$ cat src/verilog/daq_pkg.sv
// shared types and constants for the multimeter control core
// register map, mode codes, output word layout and spi frame format
// imported by every block that decodes registers or builds the output word

package daq_pkg;

  // default width of the precharge and aperture clock counters
  localparam int CNT_W_DEF = 24;

  typedef logic [31:0] reg_word_t;
  typedef logic [6:0]  reg_addr_t;

  ////////////////////////////////////////
  // register map

  localparam reg_addr_t REG_MODE      = 7'd1;
  localparam reg_addr_t REG_DIRECT    = 7'd2;
  localparam reg_addr_t REG_STATUS    = 7'd3;   // read only
  localparam reg_addr_t REG_SEQ_N     = 7'd4;   // entries - 1
  localparam reg_addr_t REG_SEQ0      = 7'd5;   // first of four table words
  localparam reg_addr_t REG_SEQ1      = 7'd6;
  localparam reg_addr_t REG_SEQ2      = 7'd7;
  localparam reg_addr_t REG_SEQ3      = 7'd8;
  localparam reg_addr_t REG_PRECHARGE = 7'd9;   // clk count of the precharge phase
  localparam reg_addr_t REG_APERTURE  = 7'd10;  // clk count of the aperture, minus 1

  localparam logic [7:0] STATUS_MAGIC = 8'hAA;  // lets the host see the bitstream is alive

  // output function select, unknown codes behave as all low
  typedef enum logic [2:0] {
    MODE_DIRECT   = 3'd0,
    MODE_LO       = 3'd1,
    MODE_HI       = 3'd2,
    MODE_PATTERN  = 3'd3,
    MODE_SEQ_MOCK = 3'd6
  } mode_e;

  // one row of the sequence table
  typedef struct packed {
    logic [1:0] pc_sw;   // precharge switches
    logic [3:0] azmux;   // az mux select
  } seq_entry_t;

  ////////////////////////////////////////
  // output word, msb first

  typedef struct packed {
    logic [6:0] spare_hi;
    logic       meas_complete;  // bit 24
    logic [1:0] spare_mid;
    logic [3:0] azmux;          // bits 21..18
    logic [1:0] pc_sw;          // bits 17..16
    logic [7:0] monitor;        // bits 15..8
    logic [3:0] leds;           // bits 7..4
    logic [3:0] spare_lo;
  } out_fields_t;

  // direct and pattern modes fill raw, sequence mode fills fields
  typedef union packed {
    reg_word_t   raw;
    out_fields_t fields;
  } out_word_u;

  // header byte {wr, addr} followed by 32 data bits
  typedef struct packed {
    logic      wr;
    reg_addr_t addr;
    reg_word_t data;
  } spi_frame_t;

endpackage

$ cat src/verilog/spi_frontend.sv
// spi slave, mode 0, msb first, oversampled on the system clock
// assembles {wr, addr, data} frames and shifts read data out on sdo
// a frame is emitted only when ss rises after exactly 40 bits

`timescale 1ns/1ps

module spi_frontend (
  input  logic                  clk,
  input  logic                  rst_n_i,
  input  logic                  sck_i,
  input  logic                  ss_i,        // active low
  input  logic                  sdi_i,
  output logic                  sdo_o,
  output daq_pkg::reg_addr_t    rd_addr_o,
  input  daq_pkg::reg_word_t    rd_data_i,
  output logic                  frame_valid_o,
  output daq_pkg::spi_frame_t   frame_o
);

  import daq_pkg::*;

  localparam int FRAME_BITS = $bits(spi_frame_t);              // 40
  localparam int HDR_BITS   = FRAME_BITS - $bits(reg_word_t);  // 8

  logic [2:0] sck_q;      // two sync stages plus one for edge detect
  logic [2:0] ss_q;
  logic [1:0] sdi_q;

  logic sck_rise;
  logic sck_fall;
  logic ss_rise;
  logic ss_act;           // slave selected, synchronized

  logic [5:0]             bit_cnt_q;  // saturates, so long frames never alias to 40
  logic [FRAME_BITS-1:0]  shift_q;
  reg_addr_t              rd_addr_q;
  reg_word_t              tx_q;
  logic                   tx_act_q;   // read data being shifted out

  ////////////////////////////////////////
  // pin synchronizers

  always_ff @(posedge clk) begin
    if (!rst_n_i) begin
      sck_q <= '0;
      ss_q  <= '1;        // deselected
    end else begin
      sck_q <= {sck_q[1:0], sck_i};
      ss_q  <= {ss_q[1:0], ss_i};
    end
  end

  always_ff @(posedge clk) begin
    sdi_q <= {sdi_q[0], sdi_i};   // aligned with sck_q[1]
  end

  assign sck_rise = sck_q[1] & ~sck_q[2];
  assign sck_fall = ~sck_q[1] & sck_q[2];
  assign ss_rise  = ss_q[1] & ~ss_q[2];
  assign ss_act   = ~ss_q[1];

  ////////////////////////////////////////
  // bit count, header decode, frame out

  always_ff @(posedge clk) begin
    if (!rst_n_i) begin
      bit_cnt_q     <= '0;
      tx_act_q      <= 1'b0;
      frame_valid_o <= 1'b0;
    end else begin
      frame_valid_o <= ss_rise && (bit_cnt_q == 6'(FRAME_BITS));
      if (!ss_act) begin
        bit_cnt_q <= '0;
        tx_act_q  <= 1'b0;
      end else begin
        if (sck_rise && bit_cnt_q != '1)
          bit_cnt_q <= bit_cnt_q + 6'd1;
        // first falling edge after the header, reads only
        if (sck_fall && bit_cnt_q == 6'(HDR_BITS) && !shift_q[HDR_BITS-1])
          tx_act_q <= 1'b1;
      end
    end
  end

  // payload registers
  always_ff @(posedge clk) begin
    if (ss_act && sck_rise) begin
      shift_q <= {shift_q[FRAME_BITS-2:0], sdi_q[1]};
      if (bit_cnt_q == 6'(HDR_BITS - 1))
        rd_addr_q <= {shift_q[HDR_BITS-3:0], sdi_q[1]};  // last header bit completes addr
    end
    if (sck_fall) begin
      if (bit_cnt_q == 6'(HDR_BITS))
        tx_q <= rd_data_i;                 // bank answered from rd_addr_q by now
      else
        tx_q <= {tx_q[30:0], 1'b1};
    end
    if (ss_rise)
      frame_o <= spi_frame_t'(shift_q);
  end

  assign rd_addr_o = rd_addr_q;

  // idle high, gated by the raw ss pin so it parks as soon as the host deselects
  assign sdo_o = (ss_i || !tx_act_q) ? 1'b1 : tx_q[31];

endmodule

$ cat src/verilog/register_bank.sv
// control register bank behind the spi frontend
// one frame per cycle, writes land in the register the cycle after frame_valid
// reads are combinational from the address latched after the header

`timescale 1ns/1ps

module register_bank #(
  parameter int CNT_W = daq_pkg::CNT_W_DEF
) (
  input  logic                  clk,
  input  logic                  rst_n_i,
  input  logic                  frame_valid_i,
  input  daq_pkg::spi_frame_t   frame_i,
  input  daq_pkg::reg_addr_t    rd_addr_i,
  output daq_pkg::reg_word_t    rd_data_o,
  input  logic [3:0]            hw_flags_i,
  output daq_pkg::mode_e        mode_o,
  output daq_pkg::reg_word_t    direct_o,
  output logic [1:0]            seq_n_o,
  output daq_pkg::seq_entry_t   seq_o [4],
  output logic [CNT_W-1:0]      precharge_o,
  output logic [CNT_W-1:0]      aperture_o
);

  import daq_pkg::*;

  // full words kept so every register reads back as written
  reg_word_t mode_q;
  reg_word_t direct_q;
  reg_word_t seq_n_q;
  reg_word_t seq_q [4];
  reg_word_t precharge_q;
  reg_word_t aperture_q;

  reg_word_t status_w;
  reg_addr_t wr_seq_off;   // table row of a write
  reg_addr_t rd_seq_off;   // table row of a read

  assign wr_seq_off = frame_i.addr - REG_SEQ0;
  assign rd_seq_off = rd_addr_i - REG_SEQ0;

  assign status_w = {20'b0, hw_flags_i, STATUS_MAGIC};  // flags in 11..8

  ////////////////////////////////////////
  // write side

  always_ff @(posedge clk) begin
    if (!rst_n_i) begin
      mode_q      <= '0;   // direct mode, all outputs low
      direct_q    <= '0;
      seq_n_q     <= '0;
      precharge_q <= '0;
      aperture_q  <= '0;
      for (int i = 0; i < 4; i++)
        seq_q[i] <= '0;
    end else if (frame_valid_i && frame_i.wr) begin
      case (frame_i.addr)
        REG_MODE:      mode_q      <= frame_i.data;
        REG_DIRECT:    direct_q    <= frame_i.data;
        REG_SEQ_N:     seq_n_q     <= frame_i.data;
        REG_SEQ0, REG_SEQ1, REG_SEQ2, REG_SEQ3:
                       seq_q[wr_seq_off[1:0]] <= frame_i.data;
        REG_PRECHARGE: precharge_q <= frame_i.data;
        REG_APERTURE:  aperture_q  <= frame_i.data;
        default: ;     // status and unmapped, dropped
      endcase
    end
  end

  ////////////////////////////////////////
  // read side

  always_comb begin
    case (rd_addr_i)
      REG_MODE:      rd_data_o = mode_q;
      REG_DIRECT:    rd_data_o = direct_q;
      REG_STATUS:    rd_data_o = status_w;
      REG_SEQ_N:     rd_data_o = seq_n_q;
      REG_SEQ0, REG_SEQ1, REG_SEQ2, REG_SEQ3:
                     rd_data_o = seq_q[rd_seq_off[1:0]];
      REG_PRECHARGE: rd_data_o = precharge_q;
      REG_APERTURE:  rd_data_o = aperture_q;
      default:       rd_data_o = '0;
    endcase
  end

  // field views for the datapath
  assign mode_o      = mode_e'(mode_q[2:0]);
  assign direct_o    = direct_q;
  assign seq_n_o     = seq_n_q[1:0];
  assign precharge_o = precharge_q[CNT_W-1:0];
  assign aperture_o  = aperture_q[CNT_W-1:0];

  always_comb begin
    for (int i = 0; i < 4; i++)
      seq_o[i] = seq_entry_t'(seq_q[i][5:0]);   // {pc_sw, azmux}
  end

endmodule

$ cat src/verilog/sequence_acquisition.sv
// sequence controller, walks the az/precharge table one step per measurement
// each step holds a precharge phase then releases the adc for one aperture
// period per step is precharge + aperture + 2 clocks

`timescale 1ns/1ps

module sequence_acquisition #(
  parameter int CNT_W = daq_pkg::CNT_W_DEF
) (
  input  logic                  clk,
  input  logic                  rst_n_i,
  input  logic                  run_i,
  input  logic [1:0]            seq_n_i,       // last entry index
  input  daq_pkg::seq_entry_t   seq_i [4],
  input  logic [CNT_W-1:0]      precharge_i,
  input  logic                  measure_valid_i,
  output logic                  adc_reset_n_o,
  output daq_pkg::seq_entry_t   step_o,
  output logic [1:0]            step_idx_o
);

  typedef enum logic [1:0] {
    ST_IDLE,
    ST_PRECHARGE,
    ST_APERTURE
  } state_e;

  state_e           state_q;
  logic [CNT_W-1:0] phase_cnt_q;   // cycles spent in precharge, from 1
  logic [1:0]       idx_q;
  logic             adc_rst_n_q;

  ////////////////////////////////////////
  // state machine

  always_ff @(posedge clk) begin
    if (!rst_n_i || !run_i) begin
      state_q     <= ST_IDLE;      // dropping run restarts at step 0
      phase_cnt_q <= '0;
      idx_q       <= '0;
      adc_rst_n_q <= 1'b0;
    end else begin
      case (state_q)
        ST_IDLE: begin
          state_q     <= ST_PRECHARGE;
          phase_cnt_q <= CNT_W'(1);
        end

        ST_PRECHARGE: begin
          // a zero count still gives one cycle, so the adc always sees reset
          if (phase_cnt_q >= precharge_i) begin
            state_q     <= ST_APERTURE;
            adc_rst_n_q <= 1'b1;         // release adc
          end else begin
            phase_cnt_q <= phase_cnt_q + CNT_W'(1);
          end
        end

        ST_APERTURE: begin
          if (measure_valid_i) begin   // one measurement in flight only
            state_q     <= ST_PRECHARGE;
            phase_cnt_q <= CNT_W'(1);
            adc_rst_n_q <= 1'b0;
            idx_q       <= (idx_q >= seq_n_i) ? 2'd0 : idx_q + 2'd1;
          end
        end

        default: state_q <= ST_IDLE;
      endcase
    end
  end

  assign adc_reset_n_o = adc_rst_n_q;
  assign step_o        = seq_i[idx_q];   // held through precharge and aperture
  assign step_idx_o    = idx_q;

endmodule

$ cat src/verilog/adc_mock.sv
// stand-in for the adc modulator
// counts aperture + 1 clocks after reset release, then flags one valid cycle

`timescale 1ns/1ps

module adc_mock #(
  parameter int CNT_W = daq_pkg::CNT_W_DEF
) (
  input  logic             clk,
  input  logic             rst_n_i,
  input  logic             adc_reset_n_i,    // low holds idle
  input  logic [CNT_W-1:0] aperture_i,
  output logic             measure_valid_o
);

  logic [CNT_W-1:0] cnt_q;
  logic             done_q;   // one valid per release

  always_ff @(posedge clk) begin
    if (!rst_n_i || !adc_reset_n_i) begin
      cnt_q           <= '0;
      done_q          <= 1'b0;
      measure_valid_o <= 1'b0;
    end else begin
      measure_valid_o <= 1'b0;
      if (!done_q) begin
        if (cnt_q == aperture_i) begin
          measure_valid_o <= 1'b1;
          done_q          <= 1'b1;
        end else begin
          cnt_q <= cnt_q + CNT_W'(1);   // integrating
        end
      end
    end
  end

endmodule

$ cat src/verilog/output_mux.sv
// mode select for the output word, plus the free running test pattern
// the selected word is registered, so pins follow a change one clock later

`timescale 1ns/1ps

module output_mux (
  input  logic                  clk,
  input  logic                  rst_n_i,
  input  daq_pkg::mode_e        mode_i,
  input  daq_pkg::reg_word_t    direct_i,
  input  daq_pkg::seq_entry_t   step_i,
  input  logic [1:0]            step_idx_i,
  input  logic                  measure_valid_i,
  input  logic                  adc_reset_n_i,
  output daq_pkg::out_word_u    out_o
);

  import daq_pkg::*;

  reg_word_t pattern_q;   // leds field steps every 16 clocks
  out_word_u seq_w;
  out_word_u sel_w;

  always_ff @(posedge clk) begin
    if (!rst_n_i)
      pattern_q <= '0;
    else
      pattern_q <= pattern_q + 32'd1;
  end

  ////////////////////////////////////////
  // sequence mode word

  always_comb begin
    seq_w                      = '0;
    seq_w.fields.azmux         = step_i.azmux;
    seq_w.fields.pc_sw         = step_i.pc_sw;
    seq_w.fields.monitor       = {4'b0, measure_valid_i, adc_reset_n_i, step_idx_i};
    seq_w.fields.meas_complete = measure_valid_i;
    seq_w.fields.leds          = 4'b0001 << step_idx_i;   // one-hot step
  end

  always_comb begin
    case (mode_i)
      MODE_DIRECT:   sel_w.raw = direct_i;
      MODE_HI:       sel_w.raw = '1;
      MODE_PATTERN:  sel_w.raw = pattern_q;
      MODE_SEQ_MOCK: sel_w     = seq_w;
      default:       sel_w.raw = '0;     // MODE_LO and unused codes
    endcase
  end

  always_ff @(posedge clk) begin
    if (!rst_n_i)
      out_o <= '0;
    else
      out_o <= sel_w;
  end

endmodule

$ cat src/verilog/top.sv
// multimeter front-end control core, board level top
// spi register access, mode output mux and mocked sequence acquisition
// all logic runs on CLK, the spi pins are oversampled

`timescale 1ns/1ps

module top #(
  parameter int CNT_W = daq_pkg::CNT_W_DEF   // precharge and aperture counter width
) (
  input  logic       CLK,
  input  logic       rst_n_i,
  input  logic       SCK,
  input  logic       SS,
  input  logic       SDI,
  output logic       SDO,
  input  logic [3:0] hw_flags_i,
  input  logic       trigger_source_internal_i,
  output logic [3:0] leds_o,
  output logic [7:0] monitor_o,
  output logic [1:0] pc_sw_o,
  output logic [3:0] azmux_o,
  output logic       meas_complete_o
);

  import daq_pkg::*;

  reg_addr_t  rd_addr;
  reg_word_t  rd_data;
  logic       frame_valid;
  spi_frame_t frame;

  mode_e            mode;
  reg_word_t        direct;
  logic [1:0]       seq_n;
  seq_entry_t       seq_tab [4];
  logic [CNT_W-1:0] precharge;
  logic [CNT_W-1:0] aperture;

  logic       seq_run;
  logic       adc_reset_n;
  logic       measure_valid;
  seq_entry_t step;
  logic [1:0] step_idx;
  out_word_u  out_w;

  ////////////////////////////////////////
  // spi and registers

  spi_frontend u_spi (
    .clk(CLK), .rst_n_i(rst_n_i),
    .sck_i(SCK), .ss_i(SS), .sdi_i(SDI), .sdo_o(SDO),
    .rd_addr_o(rd_addr), .rd_data_i(rd_data),
    .frame_valid_o(frame_valid), .frame_o(frame)
  );

  register_bank #(.CNT_W(CNT_W)) u_regs (
    .clk(CLK), .rst_n_i(rst_n_i),
    .frame_valid_i(frame_valid), .frame_i(frame),
    .rd_addr_i(rd_addr), .rd_data_o(rd_data),
    .hw_flags_i(hw_flags_i),
    .mode_o(mode), .direct_o(direct), .seq_n_o(seq_n), .seq_o(seq_tab),
    .precharge_o(precharge), .aperture_o(aperture)
  );

  // sequencer only runs in its own mode
  assign seq_run = trigger_source_internal_i && (mode == MODE_SEQ_MOCK);

  sequence_acquisition #(.CNT_W(CNT_W)) u_seq (
    .clk(CLK), .rst_n_i(rst_n_i), .run_i(seq_run),
    .seq_n_i(seq_n), .seq_i(seq_tab), .precharge_i(precharge),
    .measure_valid_i(measure_valid), .adc_reset_n_o(adc_reset_n),
    .step_o(step), .step_idx_o(step_idx)
  );

  adc_mock #(.CNT_W(CNT_W)) u_adc (
    .clk(CLK), .rst_n_i(rst_n_i), .adc_reset_n_i(adc_reset_n),
    .aperture_i(aperture), .measure_valid_o(measure_valid)
  );

  output_mux u_mux (
    .clk(CLK), .rst_n_i(rst_n_i), .mode_i(mode), .direct_i(direct),
    .step_i(step), .step_idx_i(step_idx),
    .measure_valid_i(measure_valid), .adc_reset_n_i(adc_reset_n),
    .out_o(out_w)
  );

  // pin map, spare bits have no pins
  assign leds_o          = out_w.fields.leds;
  assign monitor_o       = out_w.fields.monitor;
  assign pc_sw_o         = out_w.fields.pc_sw;
  assign azmux_o         = out_w.fields.azmux;
  assign meas_complete_o = out_w.fields.meas_complete;

endmodule

$ cat config.mk
export PLATFORM = sky130hd
export DESIGN_NAME = top
export DESIGN_NICKNAME = d
export VERILOG_FILES = /design/src/verilog/daq_pkg.sv /design/src/verilog/spi_frontend.sv /design/src/verilog/register_bank.sv /design/src/verilog/sequence_acquisition.sv /design/src/verilog/adc_mock.sv /design/src/verilog/output_mux.sv /design/src/verilog/top.sv
export SDC_FILE = /design/constraint.sdc
export NUM_CORES = 1
export LEC_CHECK = 0
export BUFFER_PORTS_ARGS = -buffer_cell sky130_fd_sc_hd__clkbuf_2
export CORE_ASPECT_RATIO = 1.5
export CORE_UTILIZATION = 50
export DETAILED_ROUTE_END_ITERATION = 7
export HOLD_SLACK_MARGIN = 0.08
export PLACE_DENSITY = 0.72
export RECOVER_POWER = 100
export SYNTH_ARGS = -nofsm -noshare
export SYNTH_HDL_FRONTEND = slang
export SYNTH_SLANG_ARGS = --single-unit
$ cat constraint.sdc
create_clock -name CLK -period 11.6 [get_ports CLK]
set_clock_uncertainty 0.15 [all_clocks]
set_input_delay 1.16 -clock CLK [delete_from_list [all_inputs] [get_ports CLK]]
set_output_delay 1.16 -clock CLK [all_outputs]
set_load 0.01 [all_outputs]
==> out/qor.csv <==
metric;value;unit
Total GRT Usage;0.263;
initial antenna violation count;0;
Filler cells;3741;
multi-input combinational cell area;0.00935;mm²
Synth Flop Type;dfxtp_1;
CTS tree;done;
cts repair resizes;0;
slowest cell on the critical path;clkbuf_1;
gr busiest metal;met2;
antenna-violating nets left;0;
Syn. warnings;0;
dpl hpwl;38700;µm
postcts setup bufs;0;
initial drt markers;1718;
Hold Crit Class;flop to flop;
CP Launch Point;u_spi.rd_addr_o[0];
Final min period;6960;ps
failing checks;max-capacitance violations, max-slew violations;
Power Total;3.59;mW
ratio of cells with drive above 1 in the final layout;0.0766;
Hold-fix buffers, CTS;0;
fin nets;2183;
Max clock buf depth;3;
asr flop ratio synth;0;
Synth cell types;67;
met1 global-route usage;0.314;
htree depth;2;
Storage cell area;0.0129;mm²
CP Cell Sequence;clkbuf_1 -> ha_1 -> o311ai_0 -> a21oi_2 -> clkbuf_1 -> nor4_1 -> nor2_2 -> clkbuf_1 -> a22o_1;
placer congestion estimate;0.877;
status;finished, violations left;
I/O pins;30;
Final setup viols;0;
RR Startpoint;u_spi.rd_addr_o[0];
die area;0.0469;mm²
CTS Root Cell;clkbuf_16;
final hold vios;0;
Total Wirelength;60900;µm
CP max FO;35;
crit start category;flop;
Leak;8.34;nW
M3 GR Usage;0.0370;
DR vias;16700;
worst stage delay on the critical path;2060;ps
total gr overflow;0;
synthesized cell area;0.0230;mm²
Slew HR;-1.48;
CP endpoint;u_spi.tx_q[26];
setup TNS;0;ps
met2 GRT Util;0.444;
die height;265;µm
DR DRC count;0;
Clock Sinks;522;
routed len/inst;22.2;µm
fin. max-slew vios;467;
num rows;95;
Post-Syn Area per Cell;10.6;µm²
Max Cap Violations;13;
Core Box Area;0.0450;mm²
register bit total from synthesis;522;
R2R setup slack;4640;ps
CP endpoint kind;flop;
maximum VDD drop;0.121;mV
maximum achievable frequency;144;MHz
RSZ-0062 raised after global routing;no;
Reg clk slew, reported paths;70;ps
cell count after synthesis;2166;
largest net degree at the start of global routing;134;
die width;177;µm
CP arrival;7240;ps
final worst path period share;0.600;
Starting Density;0.510;
number of flops mapped to enable cells by yosys;247;
worst r2r path cells;9;
ant diodes;0;
worst r2r dst;u_spi.tx_q[26];
vias in the first global route;16400;
Skew-Pair Late Insertion Delay;590;ps
Pre-Repair DR Iteration Count;8;
Most common cell on crit path;clkbuf_1;
crit path kind;flop to flop;
cts bufs inserted;49;
first-pass GRT wire length;94000;µm
register area share after synthesis;0.562;
syn_nets;2223;
Area growth syn-to-layout;8.60;%
via/cell ratio;6.09;
Worst Max-Slew Pin Slew;3720;ps
pwr/cell area;144;mW/mm²
IO Port Bufs;29;
CP required;11880;ps
## layer usage
layer | up-vias | share of wire | wire [µm]
met1 | 8260 | 0.37 | 22300
met4 | 0 | 0.064 | 3890
li1 | 7613 | - | -
met2 | 712 | 0.50 | 30600
met3 | 162 | 0.068 | 4160
met5 | - | 0 | 0
## final cells by class
| cell class | instances | area share |
|---|---|---|
| Tap cell | 582 | 0.0292 |
| Clock inverter | 25 | 0.00842 |
| Timing Repair Buffer | 50 | 0.00942 |
| Multi-Input combinational cell | 1460 | 0.374 |
| Sequential cell | 522 | 0.517 |
| Clock buffer | 67 | 0.0548 |
| Inverter | 43 | 0.00646 |
## cell families after synthesis
family / count (synthesis) / synth area share
flip-flops: 522 / 0.562
buffers and inverters: 184 / 0.0336
AO/OA/AOI/OAI: 398 / 0.125
AND/OR/NAND/NOR: 898 / 0.186
multiplexers: 44 / 0.0400
adder cells (fa/ha/maj): 47 / 0.0256
XOR/XNOR: 73 / 0.0278
## metrics by stage
| stage | std cells | worst slack [ps] | util | hold slack (ps) | instance area [µm²] |
|---|---|---|---|---|---|
| after floorplan | 2166 | 7150 | - | 160 | 23000 |
| after global placement | 2657 | 7670 | 0.522 | 169 | 23500 |
| after CTS | 2749 | 7880 | 0.557 | 213 | 25100 |
| after global routing | 2749 | 4240 | 0.554 | 220 | 25000 |
| after detailed placement | 2657 | 7600 | 0.522 | 186 | 23500 |
| final | 2749 | 4640 | 0.554 | 201 | 25000 |
## worst max-delay path: cells and delay by family (launching register included)
family | cells | cell delay, ps
buffers and inverters | 3 | 4800
DFF | 1 | 320
AOI/OAI and AO/OA | 3 | 600
adders and majority gates | 1 | 490
and+or+nand+nor | 2 | 380
## worst min path at each step
stage,startpoint,to,cells after the start
2_1_floorplan,u_spi.sdi_q[0],u_spi.sdi_q[1],0
3_3_place_gp,u_spi.sdi_q[0],u_spi.sdi_q[1],0
3_5_place_dp,u_spi.sdi_q[0],u_spi.sdi_q[1],0
4_1_cts,u_spi.sdi_q[0],u_spi.sdi_q[1],0
5_1_grt,u_spi.sdi_q[0],u_spi.sdi_q[1],0
6_report,u_spi.sdi_q[0],u_spi.sdi_q[1],0
## synthesized netlist by cell type (all sizes together) (10+ instances only)
master    n  share of area
a21boi  166          0.054
a21oi    61          0.014
a222oi   27          0.012
a22o     31          0.012
a22oi    42          0.014
and2    120          0.033
and3     54          0.015
buf      48          0.011
clkbuf   93          0.016
dfxtp   275           0.24
edfxtp  247           0.32
ha       47          0.026
inv      43         0.0070
mux4     38          0.037
nand2   441          0.072
nand2b   10         0.0027
nand3    72          0.016
nand4    29         0.0079
nor2     94          0.016
nor3     12         0.0028
nor4     13         0.0045
o21ai    38         0.0083
or3      11         0.0030
xnor2    47          0.018
xor2     26         0.0099
## cells in the final DEF (no fill, tap or decap), types with 29 or more instances in the layout
| cell type | instances |
|---|---|
| and3_1 | 48 |
| ha_1 | 47 |
| mux4_2 | 38 |
| edfxtp_1 | 247 |
| nand3_1 | 72 |
| a22oi_1 | 42 |
| a22o_1 | 31 |
| o21ai_0 | 36 |
| inv_1 | 43 |
| clkbuf_1 | 42 |
| dfxtp_1 | 275 |
| nand2_1 | 441 |
| a21boi_0 | 164 |
| nor2_1 | 88 |
| a21oi_1 | 56 |
| and2_0 | 59 |
| and2_1 | 59 |
| nand4_1 | 29 |
| xnor2_1 | 47 |
| clkbuf_16 | 49 |
## sequential cells by signal (all words and copies together) (netlist names), 2 cells and up
| register | flops |
|---|---|
| u_regs.mode_q | 32 |
| u_spi.frame_o | 40 |
| u_mux.out_o | 19 |
| u_seq.state_q | 2 |
| u_spi.rd_addr_o | 7 |
| u_regs.precharge_q | 32 |
| u_regs.aperture_q | 32 |
| u_spi.sdi_q | 2 |
| u_spi.ss_q | 3 |
| u_regs.seq_n_q | 32 |
| u_spi.tx_q | 32 |
| u_spi.shift_q | 40 |
| u_regs.seq_q | 128 |
| u_seq.step_idx_o | 2 |
| u_spi.bit_cnt_q | 6 |
| u_regs.direct_o | 32 |
| u_mux.pattern_q | 25 |
| u_seq.phase_cnt_q | 24 |
| u_spi.sck_q | 3 |
| u_adc.cnt_q | 24 |
## where the power goes
group          internal, mW  total [mW]  switching [mW]
clock                 0.876        1.58           0.705
combinational        0.0196      0.0506          0.0309
sequential             1.94        1.96          0.0137
No activity file was read; power rests on OpenSTA's default activity.
